==> config.mk <==
export PLATFORM = sky130hd
export DESIGN_NAME = operandDecoder
export DESIGN_NICKNAME = d
export VERILOG_FILES = /design/src/source/decodePkg.sv /design/src/source/operandDecoder.sv
export SDC_FILE = /design/constraint.sdc
export NUM_CORES = 1
export LEC_CHECK = 0
export ABC_AREA = 1
export BUFFER_PORTS_ARGS = -buffer_cell sky130_fd_sc_hd__buf_2
export CORE_AREA = 2 2 39 41
export DETAILED_ROUTE_END_ITERATION = 10
export DIE_AREA = 0 0 41 43
export PLACE_DENSITY = 0.87
export REMOVE_ABC_BUFFERS = 1
export SETUP_SLACK_MARGIN = 0.3
export SLEW_MARGIN = 20
export SYNTH_ARGS = -nofsm -noshare
export SYNTH_HDL_FRONTEND = slang
export SYNTH_SLANG_ARGS = --single-unit
export TNS_END_PERCENT = 30
==> constraint.sdc <==
create_clock -name vclk -period 2.8
set_input_delay 0.28 -clock vclk [all_inputs]
set_output_delay 0.28 -clock vclk [all_outputs]
set_load 0.005 [all_outputs]
==> src/source/decodePkg.sv <==
package decodePkg;

	// Opcodes that the decoder handles by name.
	localparam logic [4:0] OP_HALT = 5'b00000;
	localparam logic [4:0] OP_NOP  = 5'b00001;
	localparam logic [4:0] OP_J    = 5'b00100;
	localparam logic [4:0] OP_JR   = 5'b00101;
	localparam logic [4:0] OP_JAL  = 5'b00110;
	localparam logic [4:0] OP_JALR = 5'b00111;
	localparam logic [4:0] OP_ST   = 5'b10000;
	localparam logic [4:0] OP_LD   = 5'b10001;
	localparam logic [4:0] OP_SLBI = 5'b10010;
	localparam logic [4:0] OP_STU  = 5'b10011;
	localparam logic [4:0] OP_LBI  = 5'b11000;
	localparam logic [4:0] OP_BTR  = 5'b11001; // Bit reverse, register format.

	localparam logic [2:0] LINK_REG = 3'd7; // Return address register for JAL and JALR.
	localparam int REG_COUNT = 8;

	// Field layout selector.
	typedef logic [1:0] instrFormat;

	localparam instrFormat FMT_J  = 2'd0;
	localparam instrFormat FMT_I1 = 2'd1;
	localparam instrFormat FMT_I2 = 2'd2;
	localparam instrFormat FMT_R  = 2'd3;

	typedef struct packed {
		logic [4:0] opcode;
		logic [10:0] disp; // Signed jump displacement.
	} jLayout;

	typedef struct packed {
		logic [4:0] opcode;
		logic [2:0] rs;
		logic [2:0] rd;
		logic [4:0] imm;
	} i1Layout;

	typedef struct packed {
		logic [4:0] opcode;
		logic [2:0] rs; // Source, and destination for LBI and SLBI.
		logic [7:0] imm;
	} i2Layout;

	typedef struct packed {
		logic [4:0] opcode;
		logic [2:0] rs;
		logic [2:0] rt;
		logic [2:0] rd;
		logic [1:0] func; // Selects the operation inside an opcode group.
	} rLayout;

	// One instruction word, seen through each of the four layouts.
	typedef union packed {
		jLayout jFmt;
		i1Layout i1Fmt;
		i2Layout i2Fmt;
		rLayout rFmt;
	} instrWord;

endpackage

==> src/source/operandDecoder.sv <==
module operandDecoder (
	input decodePkg::instrWord instr,
	input decodePkg::instrFormat format,
	output logic [2:0] readReg1,
	output logic [2:0] readReg2,
	output logic [2:0] writeReg,
	output logic [15:0] immed
);

	import decodePkg::*;

	logic [4:0] opcode;
	logic isJal;
	logic isJalr;
	logic isSt;
	logic isStu;
	logic isByteLoad;
	logic zeroExtI1;
	logic zeroExtI2;
	logic [15:0] jImmed;
	logic [15:0] i1Immed;
	logic [15:0] i2Immed;

	assign opcode = instr.jFmt.opcode; // Opcode sits in the same bits for every layout.

	assign isJal = (opcode == OP_JAL);
	assign isJalr = (opcode == OP_JALR);
	assign isSt = (opcode == OP_ST);
	assign isStu = (opcode == OP_STU);
	assign isByteLoad = (opcode == OP_LBI) || (opcode == OP_SLBI);

	// Instruction bits 14 and 12 both set marks XORI and ANDNI.
	assign zeroExtI1 = opcode[3] & opcode[1];
	// Bit 15 set with bits 12 and 11 different marks SLBI.
	assign zeroExtI2 = opcode[4] & (opcode[1] ^ opcode[0]);

	assign jImmed = {{5{instr.jFmt.disp[10]}}, instr.jFmt.disp};
	assign i1Immed = zeroExtI1 ? {11'd0, instr.i1Fmt.imm}
		: {{11{instr.i1Fmt.imm[4]}}, instr.i1Fmt.imm};
	assign i2Immed = zeroExtI2 ? {8'd0, instr.i2Fmt.imm}
		: {{8{instr.i2Fmt.imm[7]}}, instr.i2Fmt.imm};

	always_comb begin
		readReg1 = 3'd0;
		readReg2 = 3'd0;
		writeReg = 3'd0;
		immed = 16'd0;
		case (format)
			FMT_J: begin
				writeReg = isJal ? LINK_REG : 3'd0; // Only JAL leaves a link.
				immed = jImmed;
			end
			FMT_I1: begin
				readReg1 = instr.i1Fmt.rs;
				readReg2 = (isSt || isStu) ? instr.i1Fmt.rd : 3'd0; // Store data comes from rd.
				writeReg = isStu ? instr.i1Fmt.rs : instr.i1Fmt.rd; // STU updates its base.
				immed = i1Immed;
			end
			FMT_I2: begin
				readReg1 = instr.i2Fmt.rs;
				if (isJalr) begin
					writeReg = LINK_REG;
				end else if (isByteLoad) begin
					writeReg = instr.i2Fmt.rs;
				end
				immed = i2Immed;
			end
			FMT_R: begin
				readReg1 = instr.rFmt.rs;
				readReg2 = instr.rFmt.rt;
				writeReg = instr.rFmt.rd;
			end
			default: begin
				immed = 16'd0;
			end
		endcase
	end

endmodule

==> run summary <==
The run finished with clean final reports. The number of nets in the finished design is around 150. Of the total power, the share spent switching nets is 0.5605. Setup repair after global routing left no endpoint under its margin. The number of standard-cell rows in the floorplan came out at 14.

The internal power came out at slightly above 0.00004 W. The combined buffer and inverter count along the critical path is 3. The count of buffers added by post-CTS timing repair for setup came out at 0. The class of the most critical hold timing path is in -> out. The combined flip-flop and latch cell area is 0 µm². In this run the power density over the cells is 137.9 nW/µm². In the synthesized netlist, the number of instances is 91.

The fraction of layout instances using a drive strength above 1 is 0.3953. The time the final worst path needs with I/O delays and setup is approximately 1600 ps. The achievable clock frequency is between 600 and 700 MHz. The number of antenna diodes came out at 0. The count of vias placed by the detailed router came out at roughly 700. The part of the power in the clock network is 0.

The filler cells instantiated in the layout total 169. The path with the worst hold slack has its endpoint at immed[1]. For the pin with the worst max-slew slack, the measured transition is 314.1 ps. The net switching component of the power came out at approximately 0.000053 W. The maximum vdd ir drop came out at 54.73 µV.

The worst slack on hold paths is between 800 and 900 ps. The number of global-route vias before repair came out at roughly 570. The overall global routing resource usage came out at 0.1578. The Yosys warning count is 0. The number of violations reported at the end of detailed-routing iteration 0 came out at 10.

Max-cap violations in this run came to 0. The nature of the critical path startpoint is an input pin. The via density per instance is ~4.8. The startpoint identified for the worst hold timing path is instr[1]. The largest net degree at the start of global routing is 9.

The core area came out at roughly 1400 µm². The total wire length came out at around 1.3 mm. The count of unresolved DRC violations after routing is 0.

The horizontal die dimension is 41 µm. The antenna violation net count after detailed routing is 0. The worst setup path is captured at an output port. After legalization and detailed placement, the total HPWL measured 1.224 mm. Adding up every negative setup slack in the final design gives 0 ps. The number of failing hold endpoints at the final stage came to 0. There are 0 flip-flops and latches. The number of unique standard cell types used by synthesis came out at 15. The post-synthesis cell area came out at approximately 490 µm². By startpoint and endpoint, the worst setup path is classified as in -> out. The leftover overflow at the end of global routing came out at 0. Once the clock tree was built, the resizer swapped 0 gates to a different size. Measured against its own limit, the worst slew margin works out to 0.7897.

The final-layout clock buffer total is 0. The critical path's largest stage delay is ~250 ps. Among the stages of the critical path, the cell type that occurs most often is sky130_fd_sc_hd__buf_2.

Of all nets on the critical path, the largest fanout is 6. The last weighted congestion value of the routability-driven placer came out at just over 0.9. The final cycle utilization of the critical path is 0.5716.

The static leakage came out at between 0.4 and 0.5 nW. The sequential cell area fraction in the yosys report is 0. Port buffering added 43 buffers. The signed area change from the synthesized netlist to the final layout came out at 40.72%. The number of antenna violations at the first check in global routing was 0.

A synthesized cell averages ~5.3 µm². The initial core utilization came out at 0.3508. The wire length per cell came out at 9.214 µm. The setup-violating endpoint count in the final report is 0. Walking the worst path, the cells encountered are buf_2 > inv_1 > ha_1 > nand2_1 > nand3_1 > o211ai_1 > buf_2. The die is roughly 43 µm tall.

The final-report max-slew violation count was 0. The first TritonRoute pass finished after 4 iterations. The number of hold buffers added after CTS came out at 0.

Broken down by cell family, the worst path's largest delay share belongs to buffers and inverters. Of the total power, registers draw 0. The number of instances on the worst hold path came out at 4.

The arrival time reported for the critical path endpoint is 1320 ps. The slowest stage of the critical path belongs to the cell sky130_fd_sc_hd__ha_1. The global-route wire length before repair came out at ~2.1 mm. The area of the die is between 1500 and 2000 µm². The part of the power in combinational logic is 1.000.

The I/O pin total is between 40 and 50. Data on the critical path is required at its endpoint by about 2500 ps.
==> cell usage in the layout (no fill, tap or decap) <==
master                     netlist  layout
sky130_fd_sc_hd__inv_1          21      21
sky130_fd_sc_hd__o21ai_0         6       6
sky130_fd_sc_hd__nand2_4         1       1
sky130_fd_sc_hd__nand4_1         4       4
sky130_fd_sc_hd__nor2_4          2       2
sky130_fd_sc_hd__nand3_1        13      13
sky130_fd_sc_hd__nand3_2         1       1
sky130_fd_sc_hd__ha_1            3       3
sky130_fd_sc_hd__o211ai_1        3       3
sky130_fd_sc_hd__o211ai_4        1       1
sky130_fd_sc_hd__buf_2           0      43
sky130_fd_sc_hd__nor2_1         10      10
sky130_fd_sc_hd__nand2_2         1       1
sky130_fd_sc_hd__nor2_2          2       2
sky130_fd_sc_hd__nand2_1        18      18
==> tightest hold or removal path, delay by kind of cell <==
family,cells,cell delay (ps)
buffers and inverters,3,250
and+or+nand+nor,1,30
==> kinds of logic (layout without fill, tap and decap cells) <==
logic type,count (synthesis),after routing,synth area share
and+or+nand+nor,52,52,0.5309
buffers and inverters,26,64,0.2397
AOI/OAI and AO/OA,10,10,0.1521
adders and majority gates,3,3,0.07733
==> synthesized netlist by cell type, drive strengths merged <==
library cell	number	area, µm²
nand3	14	75.07
buf	5	37.54
inv	21	78.83
nand4	4	25.02
o211ai	4	43.79
ha	3	37.54
nand2	20	85.08
o21ai	6	30.03
nor2	14	72.57
==> stage by stage <==
stage / area, µm² / setup WS [ps] / power [W] / std cells / utilization
2_1_floorplan: 447.9 / 1410 / 0.00004604 / 86 / -
3_3_place_gp: 683.2 / 1234 / 0.00009225 / 145 / 0.4937
3_5_place_dp: 683.2 / 1187 / 0.00009511 / 145 / 0.4937
4_1_cts: 683.2 / 1186 / 0.00009530 / 145 / 0.4937
5_1_grt: 683.2 / 1097 / 0.0001062 / 145 / 0.4937
6_report: 683.2 / 1199 / 0.00009418 / 145 / 0.4937
==> power by group through the flow <==
| stage | sequential (W) | clock, W | combinational, W |
|---|---|---|---|
| 2_1_floorplan | 0 | 0 | 0.0000460 |
| 3_3_place_gp | 0 | 0 | 0.0000923 |
| 3_5_place_dp | 0 | 0 | 0.0000951 |
| 4_1_cts | 0 | 0 | 0.0000953 |
| 5_1_grt | 0 | 0 | 0.000106 |
| 6_report | 0 | 0 | 0.0000942 |
==> layout make-up <==
cell class / count / area, µm² / share of cell area
Multi-Input combinational cell: 65 / 369.1 / 0.5403
Timing Repair Buffer: 43 / 215.2 / 0.3150
Inverter: 21 / 78.83 / 0.1154
Tap cell: 16 / 20.02 / 0.02930
==> layer usage <==
metal,global-route usage,wire length [µm],up-vias
li1,-,-,360
met1,0.2057,514,317
met2,0.2844,741,20
met3,0,73,2
met4,0.01333,7,0
met5,0,0,-
==> worst max-delay path by stage <==
stage / from / end / slack [ps] / cells after the start
2_1_floorplan: format[0] / immed[10] / 1410 / 3
3_3_place_gp: instr[12] / immed[10] / 1230 / 7
3_5_place_dp: instr[12] / immed[15] / 1190 / 7
4_1_cts: instr[12] / immed[15] / 1190 / 7
5_1_grt: format[0] / immed[12] / 1100 / 5
6_report: instr[12] / immed[15] / 1200 / 7
Power figures use the tool's default switching activity.
