## src/source/decodePkg.sv

```systemverilog
package decodePkg;

	// Opcodes that the decoder handles by name.
	localparam logic [4:0] OP_HALT = 5'b00000;
	localparam logic [4:0] OP_NOP  = 5'b00001;
	localparam logic [4:0] OP_J    = 5'b00100;
	localparam logic [4:0] OP_JR   = 5'b00101;
	localparam logic [4:0] OP_JAL  = 5'b00110;
	localparam logic [4:0] OP_JALR = 5'b00111;
	localparam logic [4:0] OP_ST   = 5'b10000;
	localparam logic [4:0] OP_LD   = 5'b10001;
	localparam logic [4:0] OP_SLBI = 5'b10010;
	localparam logic [4:0] OP_STU  = 5'b10011;
	localparam logic [4:0] OP_LBI  = 5'b11000;
	localparam logic [4:0] OP_BTR  = 5'b11001; // Bit reverse, register format.

	localparam logic [2:0] LINK_REG = 3'd7; // Return address register for JAL and JALR.
	localparam int REG_COUNT = 8;

	// Field layout selector.
	typedef logic [1:0] instrFormat;

	localparam instrFormat FMT_J  = 2'd0;
	localparam instrFormat FMT_I1 = 2'd1;
	localparam instrFormat FMT_I2 = 2'd2;
	localparam instrFormat FMT_R  = 2'd3;

	typedef struct packed {
		logic [4:0] opcode;
		logic [10:0] disp; // Signed jump displacement.
	} jLayout;

	typedef struct packed {
		logic [4:0] opcode;
		logic [2:0] rs;
		logic [2:0] rd;
		logic [4:0] imm;
	} i1Layout;

	typedef struct packed {
		logic [4:0] opcode;
		logic [2:0] rs; // Source, and destination for LBI and SLBI.
		logic [7:0] imm;
	} i2Layout;

	typedef struct packed {
		logic [4:0] opcode;
		logic [2:0] rs;
		logic [2:0] rt;
		logic [2:0] rd;
		logic [1:0] func; // Selects the operation inside an opcode group.
	} rLayout;

	// One instruction word, seen through each of the four layouts.
	typedef union packed {
		jLayout jFmt;
		i1Layout i1Fmt;
		i2Layout i2Fmt;
		rLayout rFmt;
	} instrWord;

endpackage

```

## src/source/registerFile.sv

```systemverilog
module registerFile (
	input logic clk,
	input logic rst,
	input logic [2:0] readReg1,
	input logic [2:0] readReg2,
	input logic writeEnable,
	input logic [2:0] writeReg,
	input logic [15:0] writeData,
	output logic [15:0] readData1,
	output logic [15:0] readData2
);

	import decodePkg::*;

	logic [15:0] regs [REG_COUNT];
	logic bypass1;
	logic bypass2;

	always_ff @(posedge clk) begin
		if (rst) begin
			for (int i = 0; i < REG_COUNT; i++) begin
				regs[i] <= 16'd0;
			end
		end else if (writeEnable) begin
			regs[writeReg] <= writeData;
		end
	end

	// A read of the register being written this cycle sees the new value.
	assign bypass1 = writeEnable && (writeReg == readReg1);
	assign bypass2 = writeEnable && (writeReg == readReg2);

	assign readData1 = bypass1 ? writeData : regs[readReg1];
	assign readData2 = bypass2 ? writeData : regs[readReg2];

	// The write-back stage must name a real register when it writes.
	assert property (@(posedge clk) disable iff (rst)
		writeEnable |-> !$isunknown(writeReg))
		else $error("Write-back register number is unknown.");

endmodule

```

## config.mk

```make
export PLATFORM = sky130hd
export DESIGN_NAME = registerFile
export DESIGN_NICKNAME = d
export VERILOG_FILES = /design/src/source/decodePkg.sv /design/src/source/registerFile.sv
export SDC_FILE = /design/constraint.sdc
export NUM_CORES = 1
export LEC_CHECK = 0
export BUFFER_PORTS_ARGS = -buffer_cell sky130_fd_sc_hd__buf_2
export CAP_MARGIN = 25
export CORE_MARGIN = 2
export CORE_UTILIZATION = 65
export DETAILED_ROUTE_END_ITERATION = 7
export PLACE_DENSITY = 0.86
export SETUP_SLACK_MARGIN = 0.15
export SYNTH_ARGS = -nofsm -noshare
export SYNTH_HDL_FRONTEND = slang
export SYNTH_SLANG_ARGS = --single-unit
```

## constraint.sdc

```tcl
create_clock -name clk -period 3.8 [get_ports clk]
set_clock_uncertainty 0.15 [all_clocks]
set_input_delay 0.19 -clock clk [delete_from_list [all_inputs] [get_ports clk]]
set_output_delay 0.19 -clock clk [all_outputs]
set_load 0.05 [all_outputs]
```

==> metrics.md, run 1 <==
| Metric | Value |
|---|---|
| Status | completed |
| Syn Std Cell Area | 7450 sq um |
| Share of cells above drive strength 1 | 0.344 |
| Hold Slack | 5.86 ps |
| Post-route minimum period | 2560 ps |
| Drt drc | 0 |
| Register area share after synthesis | 0.516 |
| Vias in the first global route | 4562 |
| I/O Pins | 60 |
| Crit-path slowest cell | mux4_1 |
| RSZ-0062 raised after global routing | false |
| Max IR drop VDD | 0.426 mV |
| Psw | 0.00103 W |
| PD cells | 477 nW/um^2 |
| Total gr overflow | 0 |
| Fin nets | 532 |
| Top flop regs | regs x128 |
| Setup bufs post-CTS | 0 |
| Global-route wire length before repair | 26800 um |
| CTS max path bufs | 2 |
| Hold Vio Cnt, Final | 0 |
| Worst-margin pin slew | 867 ps |
| Placer Congestion | 0.781 |
| Critical path class | in -> out |
| Synth Instances | 445 |
| Max-slew headroom | 0.422 |
| Cts hold-fix bufs | 0 |
| CP Cell Sequence | buf_2 -> buf_4 -> mux4_1 -> mux2_2 -> mux2_2 -> buf_2 |
| Worst-path fanout max | 33 |
| Internal power | 0.00300 W |
| Post-DP HPWL | 10100 um |
| CTS tree | yes |
| Top reg by flops | regs |
| Fillcell total | 658 |
| HP Start | writeData[5] |
| CORE AREA | 11300 sq um |
| Buffers on Ports | 59 |
| Starting Density | 0.658 |
| 1st-iter DRT viols | 504 |
| Initial antenna violation count | 1 |
| Slew Viols, Final | 0 |
| Vias | 4458 |
| CP arrival | 2220 ps |
| Final Cycle Share | 0.674 |
| Post-CTS resize count | 0 |
| Worst endpoint required time | 3460 ps |
| CTS Sinks | 128 |
| Vias/cell | 6.74 |
| Critical Path Source | readReg2[0] |
| Worst hold path type | in -> reg |
| Yosys reg bits | 128 |
| Area grow syn2layout | 13.1% |
| Final setup TNS | 0 ps |
| Max Cap Violations | 0 |
| Critical Path Source Type | input port |
| Commonest cells after routing, fill and taps aside | 128 x and2_1, 128 x edfxtp_1, 60 x mux4_1 |
| Comb power frac | 0.169 |
| Largest net degree at the start of global routing | 34 |
| DR pass1 iterations | 5 |
| Synth Area per Inst | 16.7 sq um |
| Core Rows | 39 |
| Clk pwr share | 0.412 |
| Syn Nets | 473 |
| Count of cell types in the netlist | 20 |
| WP buf/inv | 3 |
| GRT Total Usage | 0.298 |
| Yosys warnings | 0 |
| Leak Pwr | 3.25 nW |
| Chip height | 111 um |
| Die Area | 12300 sq um |
| H-tree Lvls | 4 |
| TritonCTS Buffers | 17 |
| Largest register FFs | 128 |
| Routed wire length per instance | 26.9 um |
| Die width | 111 um |
| Switching share of power | 0.255 |
| Max stage delay on crit path | 660 ps |
| Fmax | 391 MHz |
| Setup-violating endpoint count in the final report | 0 |
| Flop pwr share | 0.419 |
| Worst setup EP type | output port |
| Root buf cell | clkbuf_16 |
| CP delay by family, top | multiplexers |
| Final wirelength | 17800 um |
| Clk pin slew, worst setup/hold paths | 50 ps |
| DRT antenna net count | 0 |
[kinds of logic (layout without fill, tap and decap cells)]
kind of cell / after synthesis / after routing / share of synthesized area
flops: 128 / 128 / 0.516
xor+xnor: 6 / 6 / 0.00705
other cells: 0 / 1 / 0
mux: 128 / 128 / 0.326
simple gates: 151 / 151 / 0.125
buf+inv: 32 / 104 / 0.0262
[per-layer routing]
| metal | vias up | routed length (um) | GRT usage |
|---|---|---|---|
| met5 | - | 0 | 0 |
| met4 | 0 | 416 | 0.117 |
| met3 | 37 | 1240 | 0.0536 |
| met2 | 230 | 9210 | 0.510 |
| met1 | 2283 | 6930 | 0.384 |
| li1 | 1908 | - | - |
[power groups by stage]
stage | clock, W | sequential (W) | combinational (W)
floorplan | 0 | 0.00169 | 0.000524
global placement | 0 | 0.00170 | 0.000660
detailed placement | 0 | 0.00171 | 0.000672
CTS | 0.00166 | 0.00169 | 0.000678
global route | 0.00172 | 0.00170 | 0.000707
finish | 0.00166 | 0.00169 | 0.000679
[cells in the mapped netlist]
cell type,count,area [sq um]
and2_1,128,801
buf_2,3,15.0
buf_4,1,7.51
buf_6,9,101
clkbuf_1,19,71.3
edfxtp_1,128,3840
mux2_2,53,597
mux2_4,11,165
mux4_1,60,1580
mux4_2,4,90.1
nand2_1,1,3.75
nand2b_1,2,12.5
nand3b_1,1,7.51
nand4_1,2,12.5
nor2_1,6,22.5
nor3_1,1,5.00
nor3_2,1,10.0
or2_2,8,50.1
or3b_2,1,8.76
xnor2_1,6,52.6
[worst paths after layout]
path | to | slack (ps) | depth (start not counted)
min | regs[3][5] | 6 | 2
max | readData2[10] | 1240 | 6
[cell type report]
class,count,area (sq um),area share
antenna,1,2.50,0.000297
tap,143,179,0.0212
sequential,128,3840,0.456
multi-input combinational,285,3410,0.405
timing repair buffer,72,393,0.0466
clock buffer,18,429,0.0509
clock inverter,14,171,0.0203
[stage by stage]
step	instance area [sq um]	utilization	setup WS, ps	total power (W)	instances
2_1_floorplan	7450	-	1810	0.00222	445
3_3_place_gp	7830	0.692	1300	0.00236	628
3_5_place_dp	7830	0.692	1240	0.00238	628
4_1_cts	8430	0.745	1220	0.00402	660
5_1_grt	8430	0.745	1210	0.00412	660
6_report	8430	0.745	1240	0.00402	661
(Power assumes the default switching activity.)
==> inputs of run 2 (changes only) <==
--- a/config.mk
+++ b/config.mk
@@ -5,12 +5,13 @@
 export SDC_FILE = /design/constraint.sdc
 export NUM_CORES = 1
 export LEC_CHECK = 0
+export ABC_AREA = 1
 export BUFFER_PORTS_ARGS = -buffer_cell sky130_fd_sc_hd__buf_2
 export CAP_MARGIN = 25
 export CORE_MARGIN = 2
-export CORE_UTILIZATION = 65
+export CORE_UTILIZATION = 55
 export DETAILED_ROUTE_END_ITERATION = 7
-export PLACE_DENSITY = 0.86
+export PLACE_DENSITY = 0.77
 export SETUP_SLACK_MARGIN = 0.15
 export SYNTH_ARGS = -nofsm -noshare
 export SYNTH_HDL_FRONTEND = slang
==> constraint.sdc (replaced) <==
create_clock -name clk -period 2.23 [get_ports clk]
set_clock_uncertainty 0.15 [all_clocks]
set_input_delay 0.1115 -clock clk [delete_from_list [all_inputs] [get_ports clk]]
set_output_delay 0.1115 -clock clk [all_outputs]
set_load 0.05 [all_outputs]
==> metrics.md, run 2 <==
| Metric | Value |
|---|---|
| Count of cell types in the netlist | 18 |
| Global-route wire length before repair | 37200 um |
| Post-route minimum period | 1900 ps |
| CP arrival | 1880 ps |
| Share of cells above drive strength 1 | 0.135 |
| Die Area | 15100 sq um |
| Final Cycle Share | 0.851 |
| Synth Area per Inst | 7.36 sq um |
| Fmax | 527 MHz |
| Hold Vio Cnt, Final | 0 |
| Syn Nets | 1085 |
| Final setup TNS | 0 ps |
| Vias/cell | 5.65 |
| Vias | 7378 |
| CTS max path bufs | 2 |
| Critical path endpoint | regs[0][4] |
| CTS Sinks | 128 |
| PnR worst setup slack | 332 ps |
| Ranking of synthesized cells by area | edfxtp_1 49%, nand2_1 17%, nand3_1 14% |
| PD cells | 765 nW/um^2 |
| Yosys reg bits | 128 |
| Worst setup EP type | register |
| Synth area leader | edfxtp_1 |
| Max-slew headroom | 0.710 |
| Leak Pwr | 4.34 nW |
| Final Non-Filler Cells | 1306 |
| CORE AREA | 13800 sq um |
| Total gr overflow | 0 |
| Clk pin slew, worst setup/hold paths | 60 ps |
| I/O Pins | 60 |
| Setup bufs post-CTS | 0 |
| Status | completed |
| Register area share after synthesis | 0.494 |
| Largest register FFs | 128 |
| DP Cell Count | 1273 |
| Top flop regs | regs x128 |
| Initial antenna violation count | 0 |
| Core Rows | 43 |
| Buffers on Ports | 59 |
| 1st-iter DRT viols | 1075 |
| Vias in the first global route | 7056 |
| Commonest non-fill, non-tap cell in the layout | nand2_1 |
| Worst hold path type | in -> reg |
| Chip height | 123 um |
| Setup-violating endpoint count in the final report | 0 |
| Max IR drop VDD | 0.523 mV |
| Starting Density | 0.562 |
| Synth Instances | 1057 |
| Critical Path Source | rst |
| Worst-path fanout max | 12 |
| RSZ-0062 raised after global routing | false |
| Drt drc | 0 |
| Placer Congestion | 0.938 |
| Syn Std Cell Area | 7780 sq um |
| Post-synth top cells | 347 x nand2_1, 222 x nand3_1, 138 x inv_1, 133 x nor2_1, 128 x edfxtp_1 |
| Worst-margin pin slew | 434 ps |
| Commonest cells after routing, fill and taps aside | 347 x nand2_1, 222 x nand3_1, 137 x inv_1 |
| Yosys warnings | 0 |
| CTS tree | yes |
| Top reg by flops | regs |
| DR pass1 iterations | 5 |
| Most common cell in the netlist | nand2_1 |
| Pre-CTS setup slack | 416 ps |
| Post-DP HPWL | 15000 um |
| DRT antenna net count | 0 |
| Asr flop ratio synth | 0 |
| Area grow syn2layout | 14.3% |
| Worst endpoint required time | 2210 ps |
| Cts hold-fix bufs | 1 |
| Critical path class | in -> reg |
| Most used DFF post-synth | edfxtp_1 |
| H-tree Lvls | 4 |
| Routed wire length per instance | 18.1 um |
| Number of flops mapped to enable cells by yosys | 128 |
| GRT Total Usage | 0.337 |
| Largest net degree at the start of global routing | 65 |
| Root buf cell | clkbuf_16 |
| Critical Path Source Type | input port |
| Fin util | 0.643 |
| Fin nets | 1141 |
| Die width | 123 um |
| Slew Viols, Final | 0 |
| TritonCTS Buffers | 17 |
| N_diodes | 0 |
| Max Cap Violations | 0 |
| Area share of the largest cell type after synthesis | 0.494 |
| Final wirelength | 23600 um |
| Post-CTS resize count | 0 |
## run 2: changes by cell type in the layout (fill, tap and decap cells not counted), moves of 5 or more
| cell | before | now |
|---|---|---|
| or2_2 | 8 | 0 |
| nand3_1 | 0 | 222 |
| mux4_1 | 60 | 0 |
| mux2_4 | 11 | 0 |
| nand2_2 | 0 | 11 |
| nand2_1 | 1 | 347 |
| inv_2 | 0 | 10 |
| buf_4 | 13 | 31 |
| nor2_1 | 6 | 133 |
| xnor2_1 | 6 | 0 |
| and2_1 | 128 | 0 |
| buf_12 | 0 | 5 |
| mux2_2 | 53 | 0 |
| inv_1 | 0 | 137 |
## run 2: worst min path at each step
stage	startpoint	end	slack, ps	cells after the start
after floorplan	writeData[10]	regs[0][10]	250	2
after global placement	rst	regs[1][5]	350	3
after detailed placement	rst	regs[1][5]	360	3
after CTS	writeData[15]	regs[3][15]	0.2	3
after global routing	writeData[0]	regs[7][0]	30	3
final	writeData[0]	regs[7][0]	10	3
## run 2: routing by layer
layer | share of wire | GRT usage | vias up
met2 | 0.45 | 0.515 | 516
met1 | 0.39 | 0.443 | 3301
li1 | - | - | 3452
met3 | 0.11 | 0.0784 | 109
met5 | 0 | 0 | -
met4 | 0.053 | 0.189 | 0
## run 2: final cells by class
type	instances	area, sq um
inverter	149	567
clock buffer	19	433
fill	1209	4940
timing repair buffer	96	638
multi-input combinational	721	3060
tap	180	225
sequential	128	3840
clock inverter	13	121
## run 2: report_power, final
| part | switching, W | internal [W] |
|---|---|---|
| Clock | 0.00102 | 0.00162 |
| Sequential | 0.0000403 | 0.00280 |
| Combinational | 0.000981 | 0.000331 |
## run 2: cells by family after synthesis
family / Yosys count / share of synthesized area
DFF: 128 / 0.494
buffers and inverters: 208 / 0.113
and+or+nand+nor: 721 / 0.393
## run 2: per-stage QoR
step | instance area, sq um | power (W) | hold slack [ps]
4_1_cts | 8880 | 0.00679 | 0.152
5_1_grt | 8880 | 0.00704 | 33.8
3_3_place_gp | 8320 | 0.00416 | 351
6_report | 8880 | 0.00679 | 13.8
2_1_floorplan | 7780 | 0.00379 | 250
3_5_place_dp | 8320 | 0.00417 | 358
## run 2: worst max-delay path, stage by stage
cell           delay [ps]
dlygate4sd3_1         530
buf_2                 120
inv_2                 140
nand2_1               160
nor2_4                190
nand2_2                70
nand2_1               330
buf_12                220
==> inputs of run 3 (changes only) <==
--- a/config.mk
+++ b/config.mk
@@ -11,7 +11,7 @@
 export CORE_MARGIN = 2
 export CORE_UTILIZATION = 55
 export DETAILED_ROUTE_END_ITERATION = 7
-export PLACE_DENSITY = 0.77
+export PLACE_DENSITY = 0.86
 export SETUP_SLACK_MARGIN = 0.15
 export SYNTH_ARGS = -nofsm -noshare
 export SYNTH_HDL_FRONTEND = slang
==> metrics.md, run 3 (synthesis gave the netlist of run 2 again) <==
| Metric | Value |
|---|---|
| Status | completed |
| Setup bufs post-CTS | 0 |
| Design area | 9030 sq um |
| Vias in the first global route | 7215 |
| DRT antenna net count | 0 |
| Total gr overflow | 0 |
| Vias | 7518 |
| Post-route minimum period | 1860 ps |
| Met3 wire len | 2930 um |
| RSZ-0062 raised after global routing | false |
| Max-slew headroom | 0.694 |
| TritonCTS Buffers | 17 |
| N_diodes | 0 |
| WL met1 | 8330 um |
| Placer Congestion | 0.936 |
| Highest routed layer | met4 |
| Chip height | 123 um |
| Worst-margin pin slew | 459 ps |
| CP arrival | 1600 ps |
| Critical path class | reg -> out |
| CORE AREA | 13800 sq um |
| Worst setup EP type | output port |
| Clk pin slew, worst setup/hold paths | 60 ps |
| Global-route wire length before repair | 36100 um |
| Placed Area | 8300 sq um |
| Slew Viols, Final | 0 |
| Leak Pwr | 4.41 nW |
| Die Area | 15100 sq um |
| Post-DP HPWL | 14900 um |
| Root buf cell | clkbuf_16 |
| Largest register FFs | 128 |
| Fmax | 537 MHz |
| Final wirelength | 23300 um |
| CTS tree | yes |
| CTS Sinks | 128 |
| Critical Path Source Type | register |
| Fin nets | 1143 |
| Initial antenna violation count | 0 |
| Starting Density | 0.562 |
| Final Cycle Share | 0.835 |
| I/O Pins | 60 |
| Buffers on Ports | 59 |
| Top flop regs | regs x128 |
| H-tree Lvls | 4 |
| Largest net degree at the start of global routing | 65 |
| GRT Total Usage | 0.326 |
| Commonest cells after routing, fill and taps aside | 347 x nand2_1, 222 x nand3_1, 137 x inv_1 |
| Worst endpoint required time | 1970 ps |
| CTS max path bufs | 2 |
| Metal2 WL | 10700 um |
| Area grow syn2layout | 16.1% |
| Fillcell total | 1145 |
| Top reg by flops | regs |
| PD cells | 822 nW/um^2 |
| Max IR drop VDD | 0.557 mV |
| Share of cells above drive strength 1 | 0.138 |
| Hold Vio Cnt, Final | 0 |
| Die width | 123 um |
| Routed wire length per instance | 17.8 um |
| Drt drc | 0 |
| Final setup TNS | 0 ps |
| 1st-iter DRT viols | 1107 |
| Worst-path fanout max | 2 |
| Core Rows | 43 |
| Worst hold path type | in -> reg |
| Post-CTS resize count | 0 |
| Setup-violating endpoint count in the final report | 0 |
| Commonest non-fill, non-tap cell in the layout | nand2_1 |
| Vias/cell | 5.75 |
| DR pass1 iterations | 6 |
| Max Cap Violations | 0 |
| Cts hold-fix bufs | 4 |
## run 3: final timing paths
check                     from  slack, ps           end  depth (start not counted)
hold / removal    writeData[9]         20    regs[0][9]                          3
setup / recovery    regs[1][2]        370  readData1[2]                          7
## run 3: area by class of cell
type / count / area, sq um / area share
Multi-Input combinational cell: 721 / 3060 / 0.338
Timing Repair Buffer: 98 / 648 / 0.0718
Clock inverter: 15 / 265 / 0.0294
Tap cell: 180 / 225 / 0.0249
Sequential cell: 128 / 3840 / 0.426
Clock buffer: 17 / 425 / 0.0471
Inverter: 149 / 567 / 0.0628
## run 3: metal layers
metal  vias up  GRT usage
met4         0      0.210
met5         -          0
li1       3449          -
met1      3346      0.412
met2       603      0.514
met3       120     0.0613
## run 3: stage by stage
step	hold slack, ps	std cells	utilization	worst slack (ps)	total power [W]
after floorplan	250	1057	-	554	0.00379
after global placement	333	1272	0.600	497	0.00414
after detailed placement	353	1272	0.600	495	0.00416
after CTS	6.96	1308	0.653	405	0.00741
after global routing	30.8	1308	0.653	288	0.00764
final	17.2	1308	0.653	367	0.00743
## run 3: power by group
part	internal (W)	switching, W	total [W]
logic	0.000331	0.000979	0.00131
clock network	0.00220	0.00108	0.00328
registers	0.00280	0.0000419	0.00284
total	0.00533	0.00210	0.00743
## run 3: worst max-delay path, stage by stage, from the launching register on
cell and delay [ps]:
edfxtp_1 370, inv_1 100, nand2_1 80, nand3_1 100, nand3_1 120, nand3_1 130
nand2_1 70, buf_2 210
